[config.mk]
export PLATFORM = sky130hd
export DESIGN_NAME = if_stage
export DESIGN_NICKNAME = d
export VERILOG_FILES = /design/src/rtl/if_pkg.sv /design/src/rtl/fetch_commit.sv /design/src/rtl/fetch_requester.sv /design/src/rtl/if_stage.sv /design/src/rtl/pc_redirect.sv
export SDC_FILE = /design/constraint.sdc
export NUM_CORES = 1
export LEC_CHECK = 0
export BUFFER_PORTS_ARGS = -buffer_cell sky130_fd_sc_hd__buf_2
export CORE_ASPECT_RATIO = 0.5
export CORE_MARGIN = 5
export CORE_UTILIZATION = 54
export CTS_CLUSTER_DIAMETER = 100
export DETAILED_ROUTE_END_ITERATION = 8
export GPL_TIMING_DRIVEN = 0
export HOLD_SLACK_MARGIN = 0.02
export PLACE_DENSITY = 0.83
export SLEW_MARGIN = 5
export SYNTH_ARGS = -nofsm -noshare
export SYNTH_HDL_FRONTEND = slang
export SYNTH_HIERARCHICAL = 1
export SYNTH_SLANG_ARGS = --single-unit
[constraint.sdc]
create_clock -name clk -period 9.4 [get_ports clk]
set_clock_uncertainty 0.2 [all_clocks]
set_input_delay 0.94 -clock clk [delete_from_list [all_inputs] [get_ports clk]]
set_output_delay 0.94 -clock clk [all_outputs]
set_load 0.02 [all_outputs]
[src/rtl/if_pkg.sv]
package if_pkg;

    // datapath widths
    localparam int XLEN = 64;
    localparam int ILEN = 32;

    // first fetch address after reset
    localparam logic [XLEN-1:0] RESET_PC = 64'h0000_0000_8000_0000;

    // byte strobe for a 32-bit instruction read
    localparam logic [7:0] RD_SIZE = 8'h0F;

    // sequential pc increment
    localparam logic [XLEN-1:0] INST_STEP = 64'd4;

    // read sequencer states
    localparam logic [1:0] FR_RELAUNCH  = 2'd0;
    localparam logic [1:0] FR_ISSUE     = 2'd1;
    localparam logic [1:0] FR_WAIT_DATA = 2'd2;

endpackage

[src/rtl/fetch_commit.sv]
`timescale 1ns/1ps

module fetch_commit (
    input  logic                    clk,
    input  logic                    rst_n_i,
    input  logic                    beat_fire_i,
    input  logic [if_pkg::XLEN-1:0] req_addr_i,
    input  logic [if_pkg::XLEN-1:0] rd_data_i,
    input  logic [if_pkg::XLEN-1:0] cur_pc_i,
    output logic                    pc_match_o,
    output logic                    inst_valid_o,
    output logic [if_pkg::ILEN-1:0] inst_o,
    output logic [if_pkg::XLEN-1:0] inst_pc_o
);
    import if_pkg::*;

    logic            inst_valid_q;
    logic [ILEN-1:0] inst_q;
    logic [XLEN-1:0] inst_pc_q;

    // a beat counts only if the pc has not moved since the request
    assign pc_match_o = beat_fire_i && (req_addr_i == cur_pc_i);

    always_ff @(posedge clk or negedge rst_n_i) begin
        if (!rst_n_i) begin
            inst_valid_q <= 1'b0;
        end else begin
            inst_valid_q <= pc_match_o;
        end
    end

    // lower word of the beat only
    always_ff @(posedge clk) begin
        if (pc_match_o) begin
            inst_q    <= rd_data_i[ILEN-1:0];
            inst_pc_q <= req_addr_i;
        end
    end

    assign inst_valid_o = inst_valid_q;
    assign inst_o       = inst_q;
    assign inst_pc_o    = inst_pc_q;

    // deliveries are separated by a full read round trip
    a_single_pulse: assert property (
        @(posedge clk) disable iff (!rst_n_i)
        inst_valid_o |=> !inst_valid_o
    ) else $error("fetch_commit: inst_valid_o high two cycles in a row");

endmodule

[src/rtl/fetch_requester.sv]
`timescale 1ns/1ps

module fetch_requester (
    input  logic                    clk,
    input  logic                    rst_n_i,
    input  logic [if_pkg::XLEN-1:0] cur_pc_i,
    input  logic                    rd_addr_ready_i,
    input  logic                    rd_data_valid_i,
    output logic                    rd_addr_valid_o,
    output logic [if_pkg::XLEN-1:0] rd_addr_o,
    output logic                    rd_data_ready_o,
    output logic                    beat_fire_o,
    output logic [if_pkg::XLEN-1:0] req_addr_o
);
    import if_pkg::*;

    logic [1:0]      state_q;
    logic [1:0]      state_d;
    logic [XLEN-1:0] req_addr_q;
    logic            addr_fire;

    assign addr_fire   = rd_addr_valid_o && rd_addr_ready_i;
    assign beat_fire_o = rd_data_ready_o && rd_data_valid_i;

    // one read in flight at a time
    always_comb begin
        state_d = state_q;
        case (state_q)
            FR_RELAUNCH: begin
                state_d = FR_ISSUE;
            end
            FR_ISSUE: begin
                if (addr_fire) begin
                    state_d = FR_WAIT_DATA;
                end
            end
            FR_WAIT_DATA: begin
                if (beat_fire_o) begin
                    state_d = FR_RELAUNCH;
                end
            end
            default: begin
                state_d = FR_RELAUNCH;
            end
        endcase
    end

    always_ff @(posedge clk or negedge rst_n_i) begin
        if (!rst_n_i) begin
            state_q <= FR_RELAUNCH;
        end else begin
            state_q <= state_d;
        end
    end

    // capture the pc in the gap cycle, it already reflects the last beat
    always_ff @(posedge clk) begin
        if (state_q == FR_RELAUNCH) begin
            req_addr_q <= cur_pc_i;
        end
    end

    assign rd_addr_valid_o = (state_q == FR_ISSUE);
    assign rd_data_ready_o = (state_q == FR_WAIT_DATA);
    assign rd_addr_o       = req_addr_q;
    assign req_addr_o      = req_addr_q;

    // address must hold until the memory takes it
    a_addr_stable: assert property (
        @(posedge clk) disable iff (!rst_n_i)
        rd_addr_valid_o && !rd_addr_ready_i |=> rd_addr_valid_o && $stable(rd_addr_o)
    ) else $error("fetch_requester: rd_addr_o changed while waiting");

    // address and data phases never overlap
    a_phase_excl: assert property (
        @(posedge clk) disable iff (!rst_n_i)
        !(rd_addr_valid_o && rd_data_ready_o)
    ) else $error("fetch_requester: addr valid and data ready both high");

endmodule

[src/rtl/if_stage.sv]
`timescale 1ns/1ps

module if_stage (
    input  logic                    clk,
    input  logic                    rst_n_i,
    input  logic                    redirect_jal_i,
    input  logic                    redirect_branch_i,
    input  logic [if_pkg::XLEN-1:0] branch_cmp_i,
    input  logic                    redirect_jalr_i,
    input  logic [if_pkg::XLEN-1:0] jalr_base_i,
    input  logic                    trap_i,
    input  logic [if_pkg::XLEN-1:0] trap_vec_i,
    input  logic [if_pkg::XLEN-1:0] mem_pc_i,
    input  logic [if_pkg::XLEN-1:0] mem_imm_i,
    input  logic                    stall_i,
    input  logic                    rd_addr_ready_i,
    input  logic                    rd_data_valid_i,
    input  logic [if_pkg::XLEN-1:0] rd_data_i,
    output logic                    rd_addr_valid_o,
    output logic [if_pkg::XLEN-1:0] rd_addr_o,
    output logic [7:0]              rd_size_o,
    output logic                    rd_data_ready_o,
    output logic                    inst_valid_o,
    output logic [if_pkg::ILEN-1:0] inst_o,
    output logic [if_pkg::XLEN-1:0] inst_pc_o
);
    import if_pkg::*;

    logic [XLEN-1:0] cur_pc;
    logic [XLEN-1:0] req_addr;
    logic            beat_fire;
    logic            pc_match;

    // every fetch reads one instruction word
    assign rd_size_o = RD_SIZE;

    pc_redirect i_pc_redirect (
        .clk               (clk),
        .rst_n_i           (rst_n_i),
        .redirect_jal_i    (redirect_jal_i),
        .redirect_branch_i (redirect_branch_i),
        .branch_cmp_i      (branch_cmp_i),
        .redirect_jalr_i   (redirect_jalr_i),
        .jalr_base_i       (jalr_base_i),
        .trap_i            (trap_i),
        .trap_vec_i        (trap_vec_i),
        .mem_pc_i          (mem_pc_i),
        .mem_imm_i         (mem_imm_i),
        .stall_i           (stall_i),
        .pc_match_i        (pc_match),
        .cur_pc_o          (cur_pc)
    );

    fetch_requester i_fetch_requester (
        .clk             (clk),
        .rst_n_i         (rst_n_i),
        .cur_pc_i        (cur_pc),
        .rd_addr_ready_i (rd_addr_ready_i),
        .rd_data_valid_i (rd_data_valid_i),
        .rd_addr_valid_o (rd_addr_valid_o),
        .rd_addr_o       (rd_addr_o),
        .rd_data_ready_o (rd_data_ready_o),
        .beat_fire_o     (beat_fire),
        .req_addr_o      (req_addr)
    );

    fetch_commit i_fetch_commit (
        .clk          (clk),
        .rst_n_i      (rst_n_i),
        .beat_fire_i  (beat_fire),
        .req_addr_i   (req_addr),
        .rd_data_i    (rd_data_i),
        .cur_pc_i     (cur_pc),
        .pc_match_o   (pc_match),
        .inst_valid_o (inst_valid_o),
        .inst_o       (inst_o),
        .inst_pc_o    (inst_pc_o)
    );

endmodule

[src/rtl/pc_redirect.sv]
`timescale 1ns/1ps

module pc_redirect (
    input  logic                    clk,
    input  logic                    rst_n_i,
    input  logic                    redirect_jal_i,
    input  logic                    redirect_branch_i,
    input  logic [if_pkg::XLEN-1:0] branch_cmp_i,
    input  logic                    redirect_jalr_i,
    input  logic [if_pkg::XLEN-1:0] jalr_base_i,
    input  logic                    trap_i,
    input  logic [if_pkg::XLEN-1:0] trap_vec_i,
    input  logic [if_pkg::XLEN-1:0] mem_pc_i,
    input  logic [if_pkg::XLEN-1:0] mem_imm_i,
    input  logic                    stall_i,
    input  logic                    pc_match_i,
    output logic [if_pkg::XLEN-1:0] cur_pc_o
);
    import if_pkg::*;

    logic [XLEN-1:0] pc_q;
    logic [XLEN-1:0] pc_d;
    logic [XLEN-1:0] jump_target;
    logic [XLEN-1:0] jalr_sum;
    logic            branch_taken;
    logic            seq_advance;

    // branch is taken when the compare result is zero
    assign branch_taken = redirect_branch_i && (branch_cmp_i == '0);

    // pc-relative target shared by jal and branch
    assign jump_target = mem_pc_i + mem_imm_i;

    // register-relative target, bit 0 dropped below
    assign jalr_sum = jalr_base_i + mem_imm_i;

    // only a delivered instruction of the current pc moves us on
    assign seq_advance = pc_match_i && !stall_i;

    always_comb begin
        pc_d = pc_q;
        if (redirect_jal_i || branch_taken) begin
            pc_d = jump_target;
        end else if (redirect_jalr_i) begin
            pc_d = {jalr_sum[XLEN-1:1], 1'b0};
        end else if (trap_i) begin
            pc_d = trap_vec_i;
        end else if (seq_advance) begin
            pc_d = pc_q + INST_STEP;
        end
    end

    always_ff @(posedge clk or negedge rst_n_i) begin
        if (!rst_n_i) begin
            pc_q <= RESET_PC;
        end else begin
            pc_q <= pc_d;
        end
    end

    assign cur_pc_o = pc_q;

    // every pc source keeps halfword alignment
    a_pc_aligned: assert property (
        @(posedge clk) disable iff (!rst_n_i)
        cur_pc_o[0] == 1'b0
    ) else $error("pc_redirect: cur_pc_o misaligned %h", cur_pc_o);

endmodule

==> results.yml, run 1 <==
outcome:
  outcome: "finished, final reports clean"
global_route:
  grtUsageTotal_pct: 39.7
  grt_overflow: 0
  grt_max_degree: 46
  antenna_found_initial: 3
  grt_pass1_wl_um: 117000
  grt_pass1_vias: 18700
critical_path:
  cp_slowest_cell: "nor4_4"
  worstSetupPathType: "reg2reg"
  cp.required_ps: 9560
  crit_family: "simple AND/OR/NAND/NOR gates"
  setup.worst_path.start_class: "flop"
  crit_path_frequent_cell: "nor2_1"
  worstPathMaxFanout: 10
  crit_arrival_ps: 5440
  crit_chain: "xor2_1 -> nor4_1 -> nand4_1 -> nor4_4 -> nor2b_1 -> nor2_1 -> nor2_1 -> o21ai_0 -> a21oi_1 -> a211oi_1"
  rr_startpoint: "i_pc_redirect/cur_pc_o[28]"
  critPathMaxStageDelay_ps: 800
  path_buf_inv: 0
  endpoint_kind: "flop"
  crit_start: "i_pc_redirect/cur_pc_o[28]"
floorplanning:
  core_mm2: 0.0345
  die_area_mm2: 0.0391
  chipHeight_um: 142
  die_x_um: 275
  core.rowCount: 48
  io_pins: 564
  initial_core_util_pct: 54.8
timing:
  finalCritPeriodShare_pct: 56.2
  hold_ws_ps: 130
  finalSetupViolations: 0
  slew_headroom_pct: 13.1
  slew_violations: 0
  grt_setup_unrepaired: "no"
  fmaxAchievable_mhz: 189
  hold_viol: 0
  worstMarginPinSlew_ps: 1300
  layout_min_cycle_time_ps: 5280
logic_synthesis:
  postSynthCellCount: 2162
  synth-seq-cells: 227
  synth_edf_count: 160
  yosysMostFrequentCell: "a21oi_1"
  netlist-cell-type-count: 87
  ys_seq_area_share_pct: 34.3
  syn_area_mm2: 0.0189
  synthTopCellsByArea: "edfxtp_1 (25%), dfrtp_1 (8.7%), ha_1 (8.3%)"
  yosys_most_used_dff: "edfxtp_1"
  synth_area_leader_cell: "edfxtp_1"
  synthTopCellsByCount: "a21oi_1 (240), nand2_1 (176), edfxtp_1 (160), nor2_1 (150), o21ai_0 (140)"
  async_flop_share_pct: 29.5
  avgSynthCellArea_um2: 8.74
  ys_warn_count: 6
  yosysTopAreaCellShare_pct: 25.4
clock_tree:
  numCtsBuffers: 22
  cts_setup_buffers: 0
  h-tree-depth: 1
  cts_sinks: 227
  clkTransAtPathRegs_ps: 70
  cts_buffer_depth: 3
  cts_resized: 0
  cts_root_buf: "clkbuf_16"
  clock_latency_ps: 540
  cts_hold_buf: 0
  cts_tree: "yes"
place:
  placed_cell_area_mm2: 0.0223
  dpl.hpwl_um: 67900
  port-buffer-count: 521
  place_congestion: 1.07
power:
  p_total_uw: 4300
  power.density_mw_per_mm2: 186
  p_leak_uw: 0.00989
  peakVddDrop_uv: 150
routing:
  post_drt_wl_per_cell_um: 25.7
  wl_met3_um: 11800
  vias: 20500
  met1_length_um: 32600
  wl_met2_um: 34700
  drcViolationCount: 0
  routed.top_layer: "met5"
  postRouteAntennaNets: 0
  drt-pass1-iter-count: 7
  via_per_inst: 6.39
  wl_um: 82700
  drtIter0Drc: 2943
final_layout:
  finalInstanceArea_mm2: 0.0231
  final_nets: 3244
  syn2layout_area_growth_pct: 22.1
  drive_gt1_share_pct: 24.6
min_path:
  hold_class: "in2async"
job:
  maxCapViolations: 0
## registers in the layout, summed over array words and instances, names as in the netlist
register and cells:
i_pc_redirect/cur_pc_o 64, i_fetch_commit/inst_o 32, i_fetch_requester/state_q 2, i_fetch_requester/rd_addr_o 64
i_fetch_commit/inst_valid_o 1, i_fetch_commit/inst_pc_o 64
## layout by cell type (no fill, tap or decap), drive strengths merged, types with 51 or more instances in the layout
master,count
a21o,66
a21oi,242
buf,622
clkbuf,108
dfrtp,66
edfxtp,160
ha,126
inv,60
nand2,176
nand3,58
nand4,72
nor2,150
o211ai,51
o21ai,154
xnor2,125
xor2,80
## layout make-up
type                       count  area (um^2)
tap                          475          594
inverter                      55          206
fill                        2910        11400
clock buffer                  22          551
buffer                       177          941
antenna                        2         5.00
timing repair buffer         531         2760
sequential                   227         6480
clock inverter                18          226
multi-input combinational   1709        11300
## power by group
group,internal (uW),switching (uW),total [uW]
combinational,677,1070,1750
sequential,1320,256,1570
clock,549,427,976
## cell families (layout without fill, tap and decap cells)
kind of cell	after synthesis	count (layout)	share of synthesized area, %
AO/OA/AOI/OAI	718	718	24.0
other	2	10	0.0397
XOR/XNOR	205	205	9.50
multiplexers	27	27	1.45
buffers and inverters	232	803	6.07
AND/OR/NAND/NOR	623	623	16.1
flip-flops	227	227	34.3
adder cells (fa/ha/maj)	128	128	8.56
## metal layers
metal / vias up / global-route usage [%]
li1: 9142 / -
met1: 9712 / 54.6
met2: 1466 / 58.9
met3: 214 / 14.2
met4: 2 / 13.1
met5: - / 0
## final timing paths
kind                       slack (ps)                             end  cells past startpoint
hold reg to reg                   330  i_fetch_requester/rd_addr_o[1]                      0
min in group clk                  330  i_fetch_requester/rd_addr_o[1]                      0
setup reg to reg                 4120      i_pc_redirect/cur_pc_o[40]                     10
hold / removal                    130      i_pc_redirect/cur_pc_o[10]                      1
setup / recovery                 4120      i_pc_redirect/cur_pc_o[40]                     10
max in group asynchronous        8240      i_pc_redirect/cur_pc_o[31]                      2
## stage by stage
| stage | instances | TNS (ps) | util, % | setup WS [ps] |
|---|---|---|---|---|
| floorplan | 2168 | 0 | - | 525 |
| global placement | 3164 | -252160 | 64.2 | -3340 |
| detailed placement | 3174 | 0 | 64.7 | 4140 |
| CTS | 3214 | 0 | 66.9 | 4290 |
| global route | 3216 | 0 | 66.9 | 4060 |
| finish | 3216 | 0 | 66.9 | 4120 |
## worst reg2reg max path, cell delays in order (launching register included)
cell and delay (ps):
dfrtp_1 550, xor2_1 240, nor4_1 710, nand4_1 360, nor4_4 800, nor2b_1 430
nor2_1 310, nor2_1 800, o21ai_0 410, a21oi_1 230, a211oi_1 70
Power figures use the tool's default switching activity.
==> inputs of run 2 (changes only) <==
clock period = 4.9 ns   (was 9.4 ns; I/O delays follow)
==> results.yml, run 2 (synthesis results as in run 1) <==
place:
  placed_cell_area_mm2: 0.0225
  port-buffer-count: 521
  dpl.hpwl_um: 65200
  dp_slack_ps: 222
  place_congestion: 1.07
final_layout:
  layout_commonest_cell: "buf_2"
  syn2layout_area_growth_pct: 24.5
  drive_gt1_share_pct: 24.9
  finalInstanceArea_mm2: 0.0235
  fillCellCount: 2869
  final_cell_mix: "buf_2 (525), a21oi_1 (240), nand2_1 (175)"
  final_nets: 3279
timing:
  fmaxAchievable_mhz: 227
  worstMarginPinSlew_ps: 1480
  hold_ws_ps: 52.4
  fin_ws_ps: 493
  slew_headroom_pct: 1.04
  timing.setup.tns_ps: 0
  hold_viol: 0
  grt_setup_unrepaired: "no"
  layout_min_cycle_time_ps: 4410
  slew_violations: 0
  finalCritPeriodShare_pct: 89.9
  finalSetupViolations: 0
floorplanning:
  core_mm2: 0.0345
  core.rowCount: 48
  chipHeight_um: 142
  die_x_um: 275
  die_area_mm2: 0.0391
  initial_core_util_pct: 54.8
  io_pins: 564
global_route:
  antenna_found_initial: 0
  grt_pass1_wl_um: 115000
  use_met1_pct: 53.0
  grt_max_degree: 37
  grt_pass1_vias: 18900
  met2_usage_pct: 58.4
  grtUsageTotal_pct: 38.7
  grt_overflow: 0
  grt_busiest_layer: "met2"
  grt_use_met3_pct: 12.8
critical_path:
  crit_family: "compound AO/OA/AOI/OAI gates"
  critPathMaxStageDelay_ps: 860
  worstPathMaxFanout: 5
  crit_arrival_ps: 4640
  path_buf_inv: 1
  worstSetupPathType: "in2reg"
  cp.required_ps: 5140
  crit_chain: "buf_2 -> ha_1 -> a21oi_1 -> o21ai_1 -> or3_1 -> o211ai_1 -> nand2_1 -> a2111oi_0 -> nor2_1 -> a21oi_1 -> o21ai_1 -> xnor2_1 -> a211oi_1"
  setup.worst_path.start_class: "input pin"
  cp_slowest_cell: "a2111oi_0"
  endpoint_kind: "flop"
power:
  comb_power_share_pct: 41.9
  peakVddDrop_uv: 252
  p_total_uw: 8150
  p_sw_uw: 3330
  power.density_mw_per_mm2: 347
  internal-power_uw: 4820
  netSwitchingFraction_pct: 40.9
  pwr-share-clk_pct: 21.0
  p_leak_uw: 0.0101
  seqPwrFrac_pct: 37.1
clock_tree:
  h-tree-depth: 1
  cts_resized: 0
  cts_tree: "yes"
  cts_buffer_depth: 3
  numCtsBuffers: 22
  cts_sinks: 227
  cts_root_buf: "clkbuf_16"
  clock_latency_ps: 540
  cts_setup_buffers: 0
  clkTransAtPathRegs_ps: 70
routing:
  post_drt_wl_per_cell_um: 24.9
  drt-pass1-iter-count: 9
  via_per_inst: 6.43
  postRouteAntennaNets: 0
  wl_um: 80900
  drtIter0Drc: 3268
  vias: 20900
  drcViolationCount: 4
outcome:
  outcome: "finished with violations"
  violations: "DRC, capacitance limit"
min_path:
  hold_class: "in2reg"
job:
  maxCapViolations: 1
==> run 2: what timing repair did <==
action | CTS | global route
hold endpoints to repair | 67 | 0
hold buffers | 34 | 0
setup endpoints to repair | 0 | 0
==> run 2: per-layer routing <==
layer	vias up	share of wire [%]
li1	9212	-
met1	9808	39
met2	1649	43
met3	230	14
met4	2	4.2
met5	-	0.015
==> run 2: power by group through the flow <==
stage,Combinational (uW),Sequential [uW],Clock [uW]
after floorplan,1910,3100,0
after global placement,3180,3030,0
after detailed placement,3260,3010,0
after CTS,3310,2980,1710
after global routing,3600,3040,1800
final,3420,3020,1710
==> run 2: worst paths after layout <==
path                                           endpoint  cells past startpoint  slack [ps]                          from
max                          i_pc_redirect/cur_pc_o[63]                     13         490                  mem_imm_i[6]
min                        i_fetch_requester/state_q[1]                      3          50               rd_data_valid_i
max reg2reg                  i_pc_redirect/cur_pc_o[61]                     11         630    i_pc_redirect/cur_pc_o[28]
min reg2reg                i_fetch_requester/state_q[0]                      1         350  i_fetch_requester/state_q[1]
max in group asynchronous  i_fetch_requester/state_q[0]                      3        3620                       rst_n_i
min in group asynchronous    i_pc_redirect/cur_pc_o[18]                      2         270                       rst_n_i
==> run 2: metrics by stage <==
stage | cells | utilization (%)
finish | 3249 | 68.2
global route | 3247 | 68.2
CTS | 3247 | 68.2
detailed placement | 3175 | 65.2
global placement | 3164 | 64.7
floorplan | 2168 | -
==> run 2: area by class of cell <==
class	count	area, um^2	share of cell area, %
inverters	55	206	0.878
clock inverters	12	134	0.569
multi-input cells	1709	11400	48.4
repair buffers	566	3110	13.2
flip-flops and latches	227	6480	27.6
clock buffers	26	566	2.40
plain buffers	177	1050	4.47
well taps	475	594	2.53
diodes	2	5.00	0.0213
==> run 2: worst min-delay path, stage by stage <==
cell,delay (ps)
buf_2,90
inv_1,40
o2bb2ai_1,120
